===== src/source/rvfi_mon_pkg.sv =====
// Commit monitor shared widths, record classes and instruction decode constants
package rvfi_mon_pkg;

  localparam int unsigned XLEN       = 32;
  localparam int unsigned INSN_W     = 32;
  localparam int unsigned REG_ADDR_W = 5;

  // Class of one trace record
  typedef enum logic [2:0] {
    REC_PLAIN = 3'd0,
    REC_INT   = 3'd1,
    REC_FP    = 3'd2,
    REC_STORE = 3'd3,
    REC_TRAP  = 3'd4
  } rec_kind_e;

  // One retired instruction word, read either as a full or as a compressed encoding
  typedef union packed {
    struct packed {
      logic [5:0]  funct6;
      logic [18:0] mid;
      logic [6:0]  opcode;
    } full;
    struct packed {
      logic [15:0] unused;
      logic [2:0]  funct3;
      logic [10:0] mid;
      logic [1:0]  op;
    } comp;
  } insn_word_u;

  // Low two bits of every 32-bit encoding
  localparam logic [1:0] OP_UNCOMPRESSED = 2'b11;

  // Major opcodes that target the FP register file
  localparam logic [6:0] OPC_LOAD_FP = 7'b0000111;
  localparam logic [6:0] OPC_MADD    = 7'b1000011;
  localparam logic [6:0] OPC_MSUB    = 7'b1000111;
  localparam logic [6:0] OPC_NMSUB   = 7'b1001011;
  localparam logic [6:0] OPC_NMADD   = 7'b1001111;
  localparam logic [6:0] OPC_OP_FP   = 7'b1010011;

  localparam logic [6:0] FP_OPCODES [6] = '{
    OPC_LOAD_FP,
    OPC_MADD,
    OPC_MSUB,
    OPC_NMSUB,
    OPC_NMADD,
    OPC_OP_FP
  };

  // OP-FP groups whose result lands in an integer register
  localparam logic [5:0] FP_NONDEST_FUNCT6 [3] = '{
    6'b111000,  // fmv.x.w and fclass
    6'b101000,  // feq, flt, fle
    6'b110000   // fcvt to integer
  };

  // Quadrant 0 and 2 float load for RV32
  localparam logic [2:0] C_FLOAD_FUNCT3 = 3'b011;

endpackage

===== src/source/monitor_if.sv =====
// Commit bundle and decoded trace record bundles between monitor blocks
interface commit_if import rvfi_mon_pkg::*; ();
  logic                  valid;
  logic                  trap;
  logic                  intr;
  logic [INSN_W-1:0]     insn;
  logic [XLEN-1:0]       pc;
  logic [XLEN-1:0]       cause;
  logic [REG_ADDR_W-1:0] rd_addr;
  logic [XLEN-1:0]       rd_wdata;
  logic [XLEN-1:0]       mem_addr;
  logic [3:0]            mem_rmask;
  logic [3:0]            mem_wmask;
  logic [XLEN-1:0]       mem_wdata;

  modport src (output valid, trap, intr, insn, pc, cause, rd_addr, rd_wdata,
               mem_addr, mem_rmask, mem_wmask, mem_wdata);
  modport snk (input valid, trap, intr, insn, pc, cause, rd_addr, rd_wdata,
               mem_addr, mem_rmask, mem_wmask, mem_wdata);
endinterface

interface record_if import rvfi_mon_pkg::*; ();
  logic                  rec_valid;
  rec_kind_e             kind;
  logic [XLEN-1:0]       pc;
  logic [INSN_W-1:0]     insn;
  logic [REG_ADDR_W-1:0] rd_addr;
  logic [XLEN-1:0]       data;
  logic [XLEN-1:0]       addr;
  logic                  intr;

  modport src (output rec_valid, kind, pc, insn, rd_addr, data, addr, intr);
  modport snk (input rec_valid, kind, pc, insn, rd_addr, data, addr, intr);
endinterface


===== src/source/rvfi_monitor_top.sv =====
// Commit-stream monitor top level with decoder, end-of-test watcher and record queue
module rvfi_monitor_top
  import rvfi_mon_pkg::*;
#(
  parameter logic [XLEN-1:0] TOHOST_ADDR    = 32'h8000_1000,
  parameter int unsigned     TIMEOUT_CYCLES = 2000,
  parameter int unsigned     QUEUE_DEPTH    = 4,
  parameter int unsigned     CREDITS        = 2
) (
  input  logic                  clk_i,
  input  logic                  rst_ni,
  input  logic                  commit_valid_i,
  input  logic                  commit_trap_i,
  input  logic                  commit_intr_i,
  input  logic [INSN_W-1:0]     commit_insn_i,
  input  logic [XLEN-1:0]       commit_pc_i,
  input  logic [XLEN-1:0]       commit_cause_i,
  input  logic [REG_ADDR_W-1:0] commit_rd_addr_i,
  input  logic [XLEN-1:0]       commit_rd_wdata_i,
  input  logic [XLEN-1:0]       commit_mem_addr_i,
  input  logic [3:0]            commit_mem_rmask_i,
  input  logic [3:0]            commit_mem_wmask_i,
  input  logic [XLEN-1:0]       commit_mem_wdata_i,
  output logic                  trace_valid_o,
  output rec_kind_e             trace_kind_o,
  output logic [XLEN-1:0]       trace_pc_o,
  output logic [INSN_W-1:0]     trace_insn_o,
  output logic [REG_ADDR_W-1:0] trace_rd_addr_o,
  output logic [XLEN-1:0]       trace_data_o,
  output logic [XLEN-1:0]       trace_addr_o,
  output logic                  trace_intr_o,
  output logic                  trace_last_o,
  input  logic                  credit_return_i,
  output logic                  overflow_o,
  output logic [XLEN-1:0]       end_of_test_o
);

  commit_if commit_bus ();
  record_if rec_bus ();
  logic     end_hit;

  // Retirement port onto the commit bundle
  assign commit_bus.valid     = commit_valid_i;
  assign commit_bus.trap      = commit_trap_i;
  assign commit_bus.intr      = commit_intr_i;
  assign commit_bus.insn      = commit_insn_i;
  assign commit_bus.pc        = commit_pc_i;
  assign commit_bus.cause     = commit_cause_i;
  assign commit_bus.rd_addr   = commit_rd_addr_i;
  assign commit_bus.rd_wdata  = commit_rd_wdata_i;
  assign commit_bus.mem_addr  = commit_mem_addr_i;
  assign commit_bus.mem_rmask = commit_mem_rmask_i;
  assign commit_bus.mem_wmask = commit_mem_wmask_i;
  assign commit_bus.mem_wdata = commit_mem_wdata_i;

  commit_decoder u_decoder (
    .clk_i  (clk_i),
    .rst_ni (rst_ni),
    .commit (commit_bus.snk),
    .rec    (rec_bus.src)
  );

  termination_watch #(
    .TOHOST_ADDR    (TOHOST_ADDR),
    .TIMEOUT_CYCLES (TIMEOUT_CYCLES)
  ) u_watch (
    .clk_i         (clk_i),
    .rst_ni        (rst_ni),
    .commit        (commit_bus.snk),
    .end_hit_o     (end_hit),
    .end_of_test_o (end_of_test_o)
  );

  trace_record_queue #(
    .QUEUE_DEPTH (QUEUE_DEPTH),
    .CREDITS     (CREDITS)
  ) u_queue (
    .clk_i           (clk_i),
    .rst_ni          (rst_ni),
    .rec             (rec_bus.snk),
    .end_hit_i       (end_hit),
    .trace_valid_o   (trace_valid_o),
    .trace_kind_o    (trace_kind_o),
    .trace_pc_o      (trace_pc_o),
    .trace_insn_o    (trace_insn_o),
    .trace_rd_addr_o (trace_rd_addr_o),
    .trace_data_o    (trace_data_o),
    .trace_addr_o    (trace_addr_o),
    .trace_intr_o    (trace_intr_o),
    .trace_last_o    (trace_last_o),
    .credit_return_i (credit_return_i),
    .overflow_o      (overflow_o)
  );

endmodule


===== src/source/trace_record_queue.sv =====
// Trace record queue that tags the end flag, buffers records and sends them on credits
module trace_record_queue
  import rvfi_mon_pkg::*;
#(
  parameter int unsigned QUEUE_DEPTH = 4,
  parameter int unsigned CREDITS     = 2
) (
  input  logic                  clk_i,
  input  logic                  rst_ni,
  record_if.snk                 rec,
  input  logic                  end_hit_i,
  output logic                  trace_valid_o,
  output rec_kind_e             trace_kind_o,
  output logic [XLEN-1:0]       trace_pc_o,
  output logic [INSN_W-1:0]     trace_insn_o,
  output logic [REG_ADDR_W-1:0] trace_rd_addr_o,
  output logic [XLEN-1:0]       trace_data_o,
  output logic [XLEN-1:0]       trace_addr_o,
  output logic                  trace_intr_o,
  output logic                  trace_last_o,
  input  logic                  credit_return_i,
  output logic                  overflow_o
);

  localparam int unsigned PTR_W  = (QUEUE_DEPTH > 1) ? $clog2(QUEUE_DEPTH) : 1;
  localparam int unsigned CNT_W  = $clog2(QUEUE_DEPTH + 1);
  localparam int unsigned CRED_W = $clog2(CREDITS + 1);

  // Field positions inside one stored entry
  localparam int unsigned ADDR_LSB = 2;
  localparam int unsigned DATA_LSB = ADDR_LSB + XLEN;
  localparam int unsigned RD_LSB   = DATA_LSB + XLEN;
  localparam int unsigned INSN_LSB = RD_LSB + REG_ADDR_W;
  localparam int unsigned PC_LSB   = INSN_LSB + INSN_W;
  localparam int unsigned KIND_LSB = PC_LSB + XLEN;
  localparam int unsigned ENTRY_W  = KIND_LSB + $bits(rec_kind_e);

  logic [ENTRY_W-1:0] mem_q [QUEUE_DEPTH];
  logic [ENTRY_W-1:0] wr_entry;
  logic [ENTRY_W-1:0] rd_entry;
  logic [PTR_W-1:0]   wr_ptr_q;
  logic [PTR_W-1:0]   rd_ptr_q;
  logic [CNT_W-1:0]   cnt_q;
  logic [CRED_W-1:0]  credit_q;
  logic [CRED_W-1:0]  credit_avail;
  logic               full;
  logic               push;
  logic               pop;

  // End flag and record leave their stages on the same edge
  assign wr_entry = {rec.kind, rec.pc, rec.insn, rec.rd_addr, rec.data, rec.addr,
                     rec.intr, end_hit_i};
  assign rd_entry = mem_q[rd_ptr_q];

  assign full = (cnt_q == CNT_W'(QUEUE_DEPTH));
  assign push = rec.rec_valid && !full;

  // A sent record holds its credit until the cycle it is on the output
  assign credit_avail = credit_q + CRED_W'(credit_return_i) - CRED_W'(trace_valid_o);
  assign pop          = (cnt_q != '0) && (credit_avail != '0);

  always_ff @(posedge clk_i) begin
    if (!rst_ni) begin
      wr_ptr_q      <= '0;
      rd_ptr_q      <= '0;
      cnt_q         <= '0;
      credit_q      <= CRED_W'(CREDITS);
      trace_valid_o <= 1'b0;
      overflow_o    <= 1'b0;
    end else begin
      if (push) begin
        wr_ptr_q <= (wr_ptr_q == PTR_W'(QUEUE_DEPTH - 1)) ? '0 : wr_ptr_q + 1'b1;
      end
      if (pop) begin
        rd_ptr_q <= (rd_ptr_q == PTR_W'(QUEUE_DEPTH - 1)) ? '0 : rd_ptr_q + 1'b1;
      end
      cnt_q         <= cnt_q + CNT_W'(push) - CNT_W'(pop);
      credit_q      <= credit_avail;
      trace_valid_o <= pop;
      if (rec.rec_valid && full) begin
        overflow_o <= 1'b1;
      end
    end
  end

  always_ff @(posedge clk_i) begin
    if (push) begin
      mem_q[wr_ptr_q] <= wr_entry;
    end
  end

  always_ff @(posedge clk_i) begin
    if (pop) begin
      trace_kind_o    <= rec_kind_e'(rd_entry[KIND_LSB +: $bits(rec_kind_e)]);
      trace_pc_o      <= rd_entry[PC_LSB +: XLEN];
      trace_insn_o    <= rd_entry[INSN_LSB +: INSN_W];
      trace_rd_addr_o <= rd_entry[RD_LSB +: REG_ADDR_W];
      trace_data_o    <= rd_entry[DATA_LSB +: XLEN];
      trace_addr_o    <= rd_entry[ADDR_LSB +: XLEN];
      trace_intr_o    <= rd_entry[1];
      trace_last_o    <= rd_entry[0];
    end
  end

endmodule


===== src/source/termination_watch.sv =====
// End-of-test watcher for tohost stores and the cycle timeout
module termination_watch
  import rvfi_mon_pkg::*;
#(
  parameter logic [XLEN-1:0] TOHOST_ADDR    = 32'h8000_1000,
  parameter int unsigned     TIMEOUT_CYCLES = 2000
) (
  input  logic            clk_i,
  input  logic            rst_ni,
  commit_if.snk           commit,
  output logic            end_hit_o,
  output logic [XLEN-1:0] end_of_test_o
);

  localparam int unsigned CNT_W = $clog2(TIMEOUT_CYCLES + 1);
  localparam logic [CNT_W-1:0] TIMEOUT_LIMIT = CNT_W'(TIMEOUT_CYCLES);

  logic [CNT_W-1:0] cycle_q;
  logic             timeout;
  logic             recorded;
  logic             tohost_hit;
  logic             end_hit_q;
  logic [XLEN-1:0]  hit_data_q;
  logic [XLEN-1:0]  end_word_q;

  // Counter saturates at the limit, so it never wraps back under it
  always_ff @(posedge clk_i) begin
    if (!rst_ni) begin
      cycle_q <= '0;
    end else if (cycle_q != TIMEOUT_LIMIT) begin
      cycle_q <= cycle_q + 1'b1;
    end
  end

  assign timeout  = (cycle_q == TIMEOUT_LIMIT);
  assign recorded = end_hit_q || (end_word_q != '0);

  assign tohost_hit = commit.valid && (commit.mem_wmask != '0) &&
                      (commit.mem_addr == TOHOST_ADDR) &&
                      commit.mem_wdata[0] && !recorded;

  always_ff @(posedge clk_i) begin
    if (!rst_ni) begin
      end_hit_q <= 1'b0;
    end else begin
      end_hit_q <= tohost_hit;
    end
  end

  always_ff @(posedge clk_i) begin
    if (tohost_hit) begin
      hit_data_q <= commit.mem_wdata;
    end
  end

  // First end cause wins and is held until reset
  always_ff @(posedge clk_i) begin
    if (!rst_ni) begin
      end_word_q <= '0;
    end else if (end_word_q == '0) begin
      if (end_hit_q) begin
        end_word_q <= hit_data_q;
      end else if (timeout) begin
        end_word_q <= '1;
      end
    end
  end

  // Extra stage toward the output
  always_ff @(posedge clk_i) begin
    if (!rst_ni) begin
      end_of_test_o <= '0;
    end else begin
      end_of_test_o <= end_word_q;
    end
  end

  assign end_hit_o = end_hit_q;

endmodule


===== src/source/commit_decoder.sv =====
// Commit decoder that classifies each retirement and registers one trace record
module commit_decoder
  import rvfi_mon_pkg::*;
(
  input logic   clk_i,
  input logic   rst_ni,
  commit_if.snk commit,
  record_if.src rec
);

  insn_word_u      insn_w;
  insn_word_u      insn_shown;
  logic            fire;
  rec_kind_e       kind_d;
  logic [XLEN-1:0] data_d;
  logic [XLEN-1:0] addr_d;

  // FP destination from major opcode, OP-FP group, or compressed float load
  function automatic logic is_fp_dest(insn_word_u w);
    logic hit;
    hit = 1'b0;
    for (int i = 0; i < $size(FP_OPCODES); i++) begin
      if (w.full.opcode == FP_OPCODES[i]) hit = 1'b1;
    end
    if (w.full.opcode == OPC_OP_FP) begin
      for (int i = 0; i < $size(FP_NONDEST_FUNCT6); i++) begin
        if (w.full.funct6 == FP_NONDEST_FUNCT6[i]) hit = 1'b0;
      end
    end
    if (w.comp.op[0] == 1'b0 && w.comp.funct3 == C_FLOAD_FUNCT3) hit = 1'b1;
    return hit;
  endfunction

  assign insn_w = commit.insn;
  assign fire   = commit.valid | commit.trap;

  // Compressed words are shown as their 16 bits only
  always_comb begin
    insn_shown = insn_w;
    if (insn_w.comp.op != OP_UNCOMPRESSED) begin
      insn_shown.comp.unused = '0;
    end
  end

  always_comb begin
    kind_d = REC_PLAIN;
    data_d = '0;
    addr_d = '0;
    if (!commit.valid) begin
      // Only reaches the record when trap is set
      kind_d = REC_TRAP;
      data_d = commit.cause;
    end else if (is_fp_dest(insn_w)) begin
      kind_d = REC_FP;
      data_d = commit.rd_wdata;
    end else if (commit.rd_addr != '0) begin
      kind_d = REC_INT;
      data_d = commit.rd_wdata;
      if (commit.mem_rmask != '0) begin
        addr_d = commit.mem_addr;
      end
    end else if (commit.mem_wmask != '0) begin
      kind_d = REC_STORE;
      data_d = commit.mem_wdata;
      addr_d = commit.mem_addr;
    end
  end

  always_ff @(posedge clk_i) begin
    if (!rst_ni) begin
      rec.rec_valid <= 1'b0;
    end else begin
      rec.rec_valid <= fire;
    end
  end

  always_ff @(posedge clk_i) begin
    if (fire) begin
      rec.kind    <= kind_d;
      rec.pc      <= commit.pc;
      rec.insn    <= insn_shown;
      rec.rd_addr <= commit.rd_addr;
      rec.data    <= data_d;
      rec.addr    <= addr_d;
      rec.intr    <= commit.intr;
    end
  end

endmodule


===== config.mk =====
export PLATFORM = sky130hd
export DESIGN_NAME = rvfi_monitor_top
export DESIGN_NICKNAME = d
export VERILOG_FILES = /design/src/source/rvfi_mon_pkg.sv /design/src/source/monitor_if.sv /design/src/source/rvfi_monitor_top.sv /design/src/source/trace_record_queue.sv /design/src/source/termination_watch.sv /design/src/source/commit_decoder.sv
export SDC_FILE = /design/constraint.sdc
export NUM_CORES = 1
export LEC_CHECK = 0
export BUFFER_PORTS_ARGS = -buffer_cell sky130_fd_sc_hd__buf_2
export CORE_MARGIN = 4
export CORE_UTILIZATION = 40
export DETAILED_ROUTE_END_ITERATION = 10
export PLACE_DENSITY_LB_ADDON = 0.3
export SLEW_MARGIN = 10
export SYNTH_ARGS = -nofsm -noshare
export SYNTH_HDL_FRONTEND = slang
export SYNTH_SLANG_ARGS = --single-unit

===== constraint.sdc =====
create_clock -name clk_i -period 14.8 [get_ports clk_i]
set_clock_uncertainty 0.1 [all_clocks]
set_input_delay 0.74 -clock clk_i [delete_from_list [all_inputs] [get_ports clk_i]]
set_output_delay 0.74 -clock clk_i [all_outputs]
set_load 0.05 [all_outputs]

==> impl_metrics.json <==
{
  "timing.final.crit_period_ns": 3.43,
  "maxCapViolations": 0,
  "avgSynthCellArea_sq_um": 22.2,
  "numCtsBuffers": 99,
  "drc_errors": 0,
  "status": "finished clean",
  "final_util_pct": 48.4,
  "dp.cells": 2913,
  "start_util_pct": 40.6,
  "startpoint_type": "register",
  "fin_nets": 2167,
  "dpl_cell_area_sq_um": 36700,
  "worstPathArrival_ns": 3.87,
  "async_flop_share_pct": 0,
  "drt_iter0_markers": 1083,
  "yosys_warnings": 0,
  "finalHoldViolations": 0,
  "ctsHoldBuffers": 0,
  "synth-main-ff-cell": "edfxtp_1",
  "grt_usage_pct": 16.5,
  "cp.required_ns": 15.23,
  "cts_root_buf": "clkbuf_16",
  "post-route-period-util_pct": 23.2,
  "grt_pass1_vias": 17500,
  "final.setup.tns_ns": 0,
  "synth.area.top_cells": "edfxtp_1 77%, mux4_2 9.3%, dfxtp_1 5.3%, o221a_2 1.1%, a221o_2 1.0%",
  "fin_hold_ws_ns": 0.174,
  "syn_area_sq_um": 33500,
  "cts_resized": 0,
  "wl_per_cell_um": 23.5,
  "ys_ff_latch": 947,
  "io_buffers": 382,
  "core_area_sq_um": 82500,
  "clockBufferDepth": 3,
  "die_h_um": 297,
  "synth_nets": 1728,
  "hold_path.class": "primary input to register",
  "fillers": 6760,
  "path_max_fanout": 144,
  "yosysTopAreaCell": "edfxtp_1",
  "grt_pass1_wl_um": 110000,
  "slew_headroom_pct": 28.4,
  "netlist-cell-type-count": 52,
  "post_cts_buffers": 0,
  "yosysSeqAreaShare_pct": 82.3,
  "dieArea_sq_um": 88400,
  "drv_slew": 0,
  "antenna_found_initial": 15,
  "design_area_sq_um": 39900,
  "vias": 16000,
  "synth_top_area_share_pct": 77.0,
  "io_pins": 383,
  "die_w_um": 297,
  "grt_overflow": 0,
  "cts_sinks": 947,
  "clk_pin_slew_ns": 0.06,
  "final_cells": 3105,
  "dp_hpwl_um": 44600,
  "rows": 105,
  "synth_most_common_cell": "edfxtp_1",
  "worstSetupPathType": "register to register",
  "routed_wl_um": 72900,
  "p_per_area_nw_per_um2": 199,
  "viasPerCell": 5.14,
  "grt_max_degree": 145,
  "synth_cells": 1505,
  "htreeDepth": 3,
  "drive_gt1_share_pct": 38.1,
  "place.gp.congestion": 0.804,
  "rsz0062_at_grt": "false",
  "yosys-top-cells-count": "859 x edfxtp_1, 138 x mux4_2, 88 x dfxtp_1",
  "cp-end-kind": "register",
  "ir_drop_v": 0.000288,
  "drt_first_pass_iters": 5,
  "synth-edff-count": 859,
  "setup_viol": 0,
  "worst_pin_slew_ns": 1.07,
  "clkLatencyLatePin_ns": 0.64,
  "areaGrowthSynthToFinish_pct": 19.3,
  "p_leak_nw": 13.9,
  "fmax_mhz": 291,
  "ant_nets": 0,
  "cts_tree": "done"
}
## cell type report
type | count | area, sq um | share of cell area, %
clock buffer | 117 | 2640 | 6.61
inverter | 12 | 45.0 | 0.113
timing repair buffer | 406 | 2100 | 5.27
sequential | 947 | 27600 | 69.0
multi-input combinational | 478 | 5640 | 14.1
tap | 1070 | 1340 | 3.35
antenna | 8 | 20.0 | 0.0501
clock inverter | 67 | 603 | 1.51
## placed cells by master (no fill, tap or decap), types with 4 or more instances in the layout
master / count
nor2_1: 4
and2_4: 4
xnor2_1: 5
clkbuf_1: 12
clkbuf_16: 102
inv_1: 12
dfxtp_1: 86
diode_2: 8
o221a_2: 32
nor4_1: 15
mux4_2: 138
bufinv_16: 8
nor2b_1: 39
nand2_1: 39
o21ai_0: 6
nand3_1: 6
a221o_2: 31
and3_1: 17
clkinv_2: 15
and2_1: 43
edfxtp_1: 859
buf_2: 382
ha_1: 11
clkinvlp_4: 11
buf_4: 23
clkinv_4: 5
nor3_1: 38
clkinv_1: 22
## metal layers
metal	share of wire, %	global-route usage (%)	up-vias	routed length (um)
met4	2.3	5.07	12	1700
li1	-	-	7108	-
met3	8.5	5.32	110	6220
met2	48	26.8	498	34900
met1	41	21.2	8229	30100
met5	0.11	0	-	80
## stage by stage
| stage | power (mW) | setup WS [ns] |
|---|---|---|
| 4_1_cts | 8.07 | 11.19 |
| 2_1_floorplan | 5.07 | 8.18 |
| 5_1_grt | 8.28 | 11.04 |
| 3_5_place_dp | 5.62 | 10.94 |
| 3_3_place_gp | 5.59 | 10.97 |
| 6_report | 7.93 | 11.37 |
## where the power goes
group	internal (mW)	total, mW	switching, mW
clock	1.42	2.43	1.01
combinational	0.510	1.85	1.34
sequential	3.48	3.66	0.179
## worst max-delay path, cell delays in order, from the launching register on
cell	delay, ns
dfxtp_1	0.31
inv_1	0.04
ha_1	0.25
inv_1	0.04
ha_1	0.17
xor3_1	0.22
o32a_2	0.17
buf_12	0.60
ha_1	0.37
inv_1	0.06
ha_1	0.13
inv_1	0.06
fa_1	0.40
xnor2_1	0.15
xnor2_1	0.12
and2_1	0.15
## sequential cells by signal, indices dropped and copies added, names as in the netlist, 11 cells and up
signal and cells:
u_queue.mem_q 552, u_decoder.rec.pc 32, u_watch.end_of_test_o 32, u_queue.trace_pc_o 32, u_watch.end_word_q 32, u_decoder.rec.insn 32
u_watch.hit_data_q 32, u_queue.trace_insn_o 32, u_decoder.rec.data 32, u_queue.trace_data_o 32, u_queue.trace_addr_o 32, u_watch.cycle_q 11
u_decoder.rec.addr 32
## path summary, 6_finish.rpt
| check | startpoint | to | slack, ns | cells after the start |
|---|---|---|---|---|
| max reg2reg | u_queue.credit_q[0] | u_queue.cnt_q[2] | 11.37 | 15 |
| min | commit_pc_i[13] | u_decoder.rec.pc[13] | 0.17 | 1 |
| max | u_queue.credit_q[0] | u_queue.cnt_q[2] | 11.37 | 15 |
| min reg2reg | u_watch.cycle_q[10] | u_watch.cycle_q[10] | 0.35 | 1 |
## logic make-up (layout without fill, tap and decap cells)
family	count (synthesis)	after routing	share of synthesized area [%]
xor+xnor	9	9	0.280
buf+inv	80	602	0.983
fa+ha+maj	12	12	0.471
mux	141	141	9.37
compound gates	89	89	2.71
other cells	0	8	0
flops	947	947	82.3
simple gates	227	227	3.88
No activity file was read; power rests on OpenSTA's default activity.
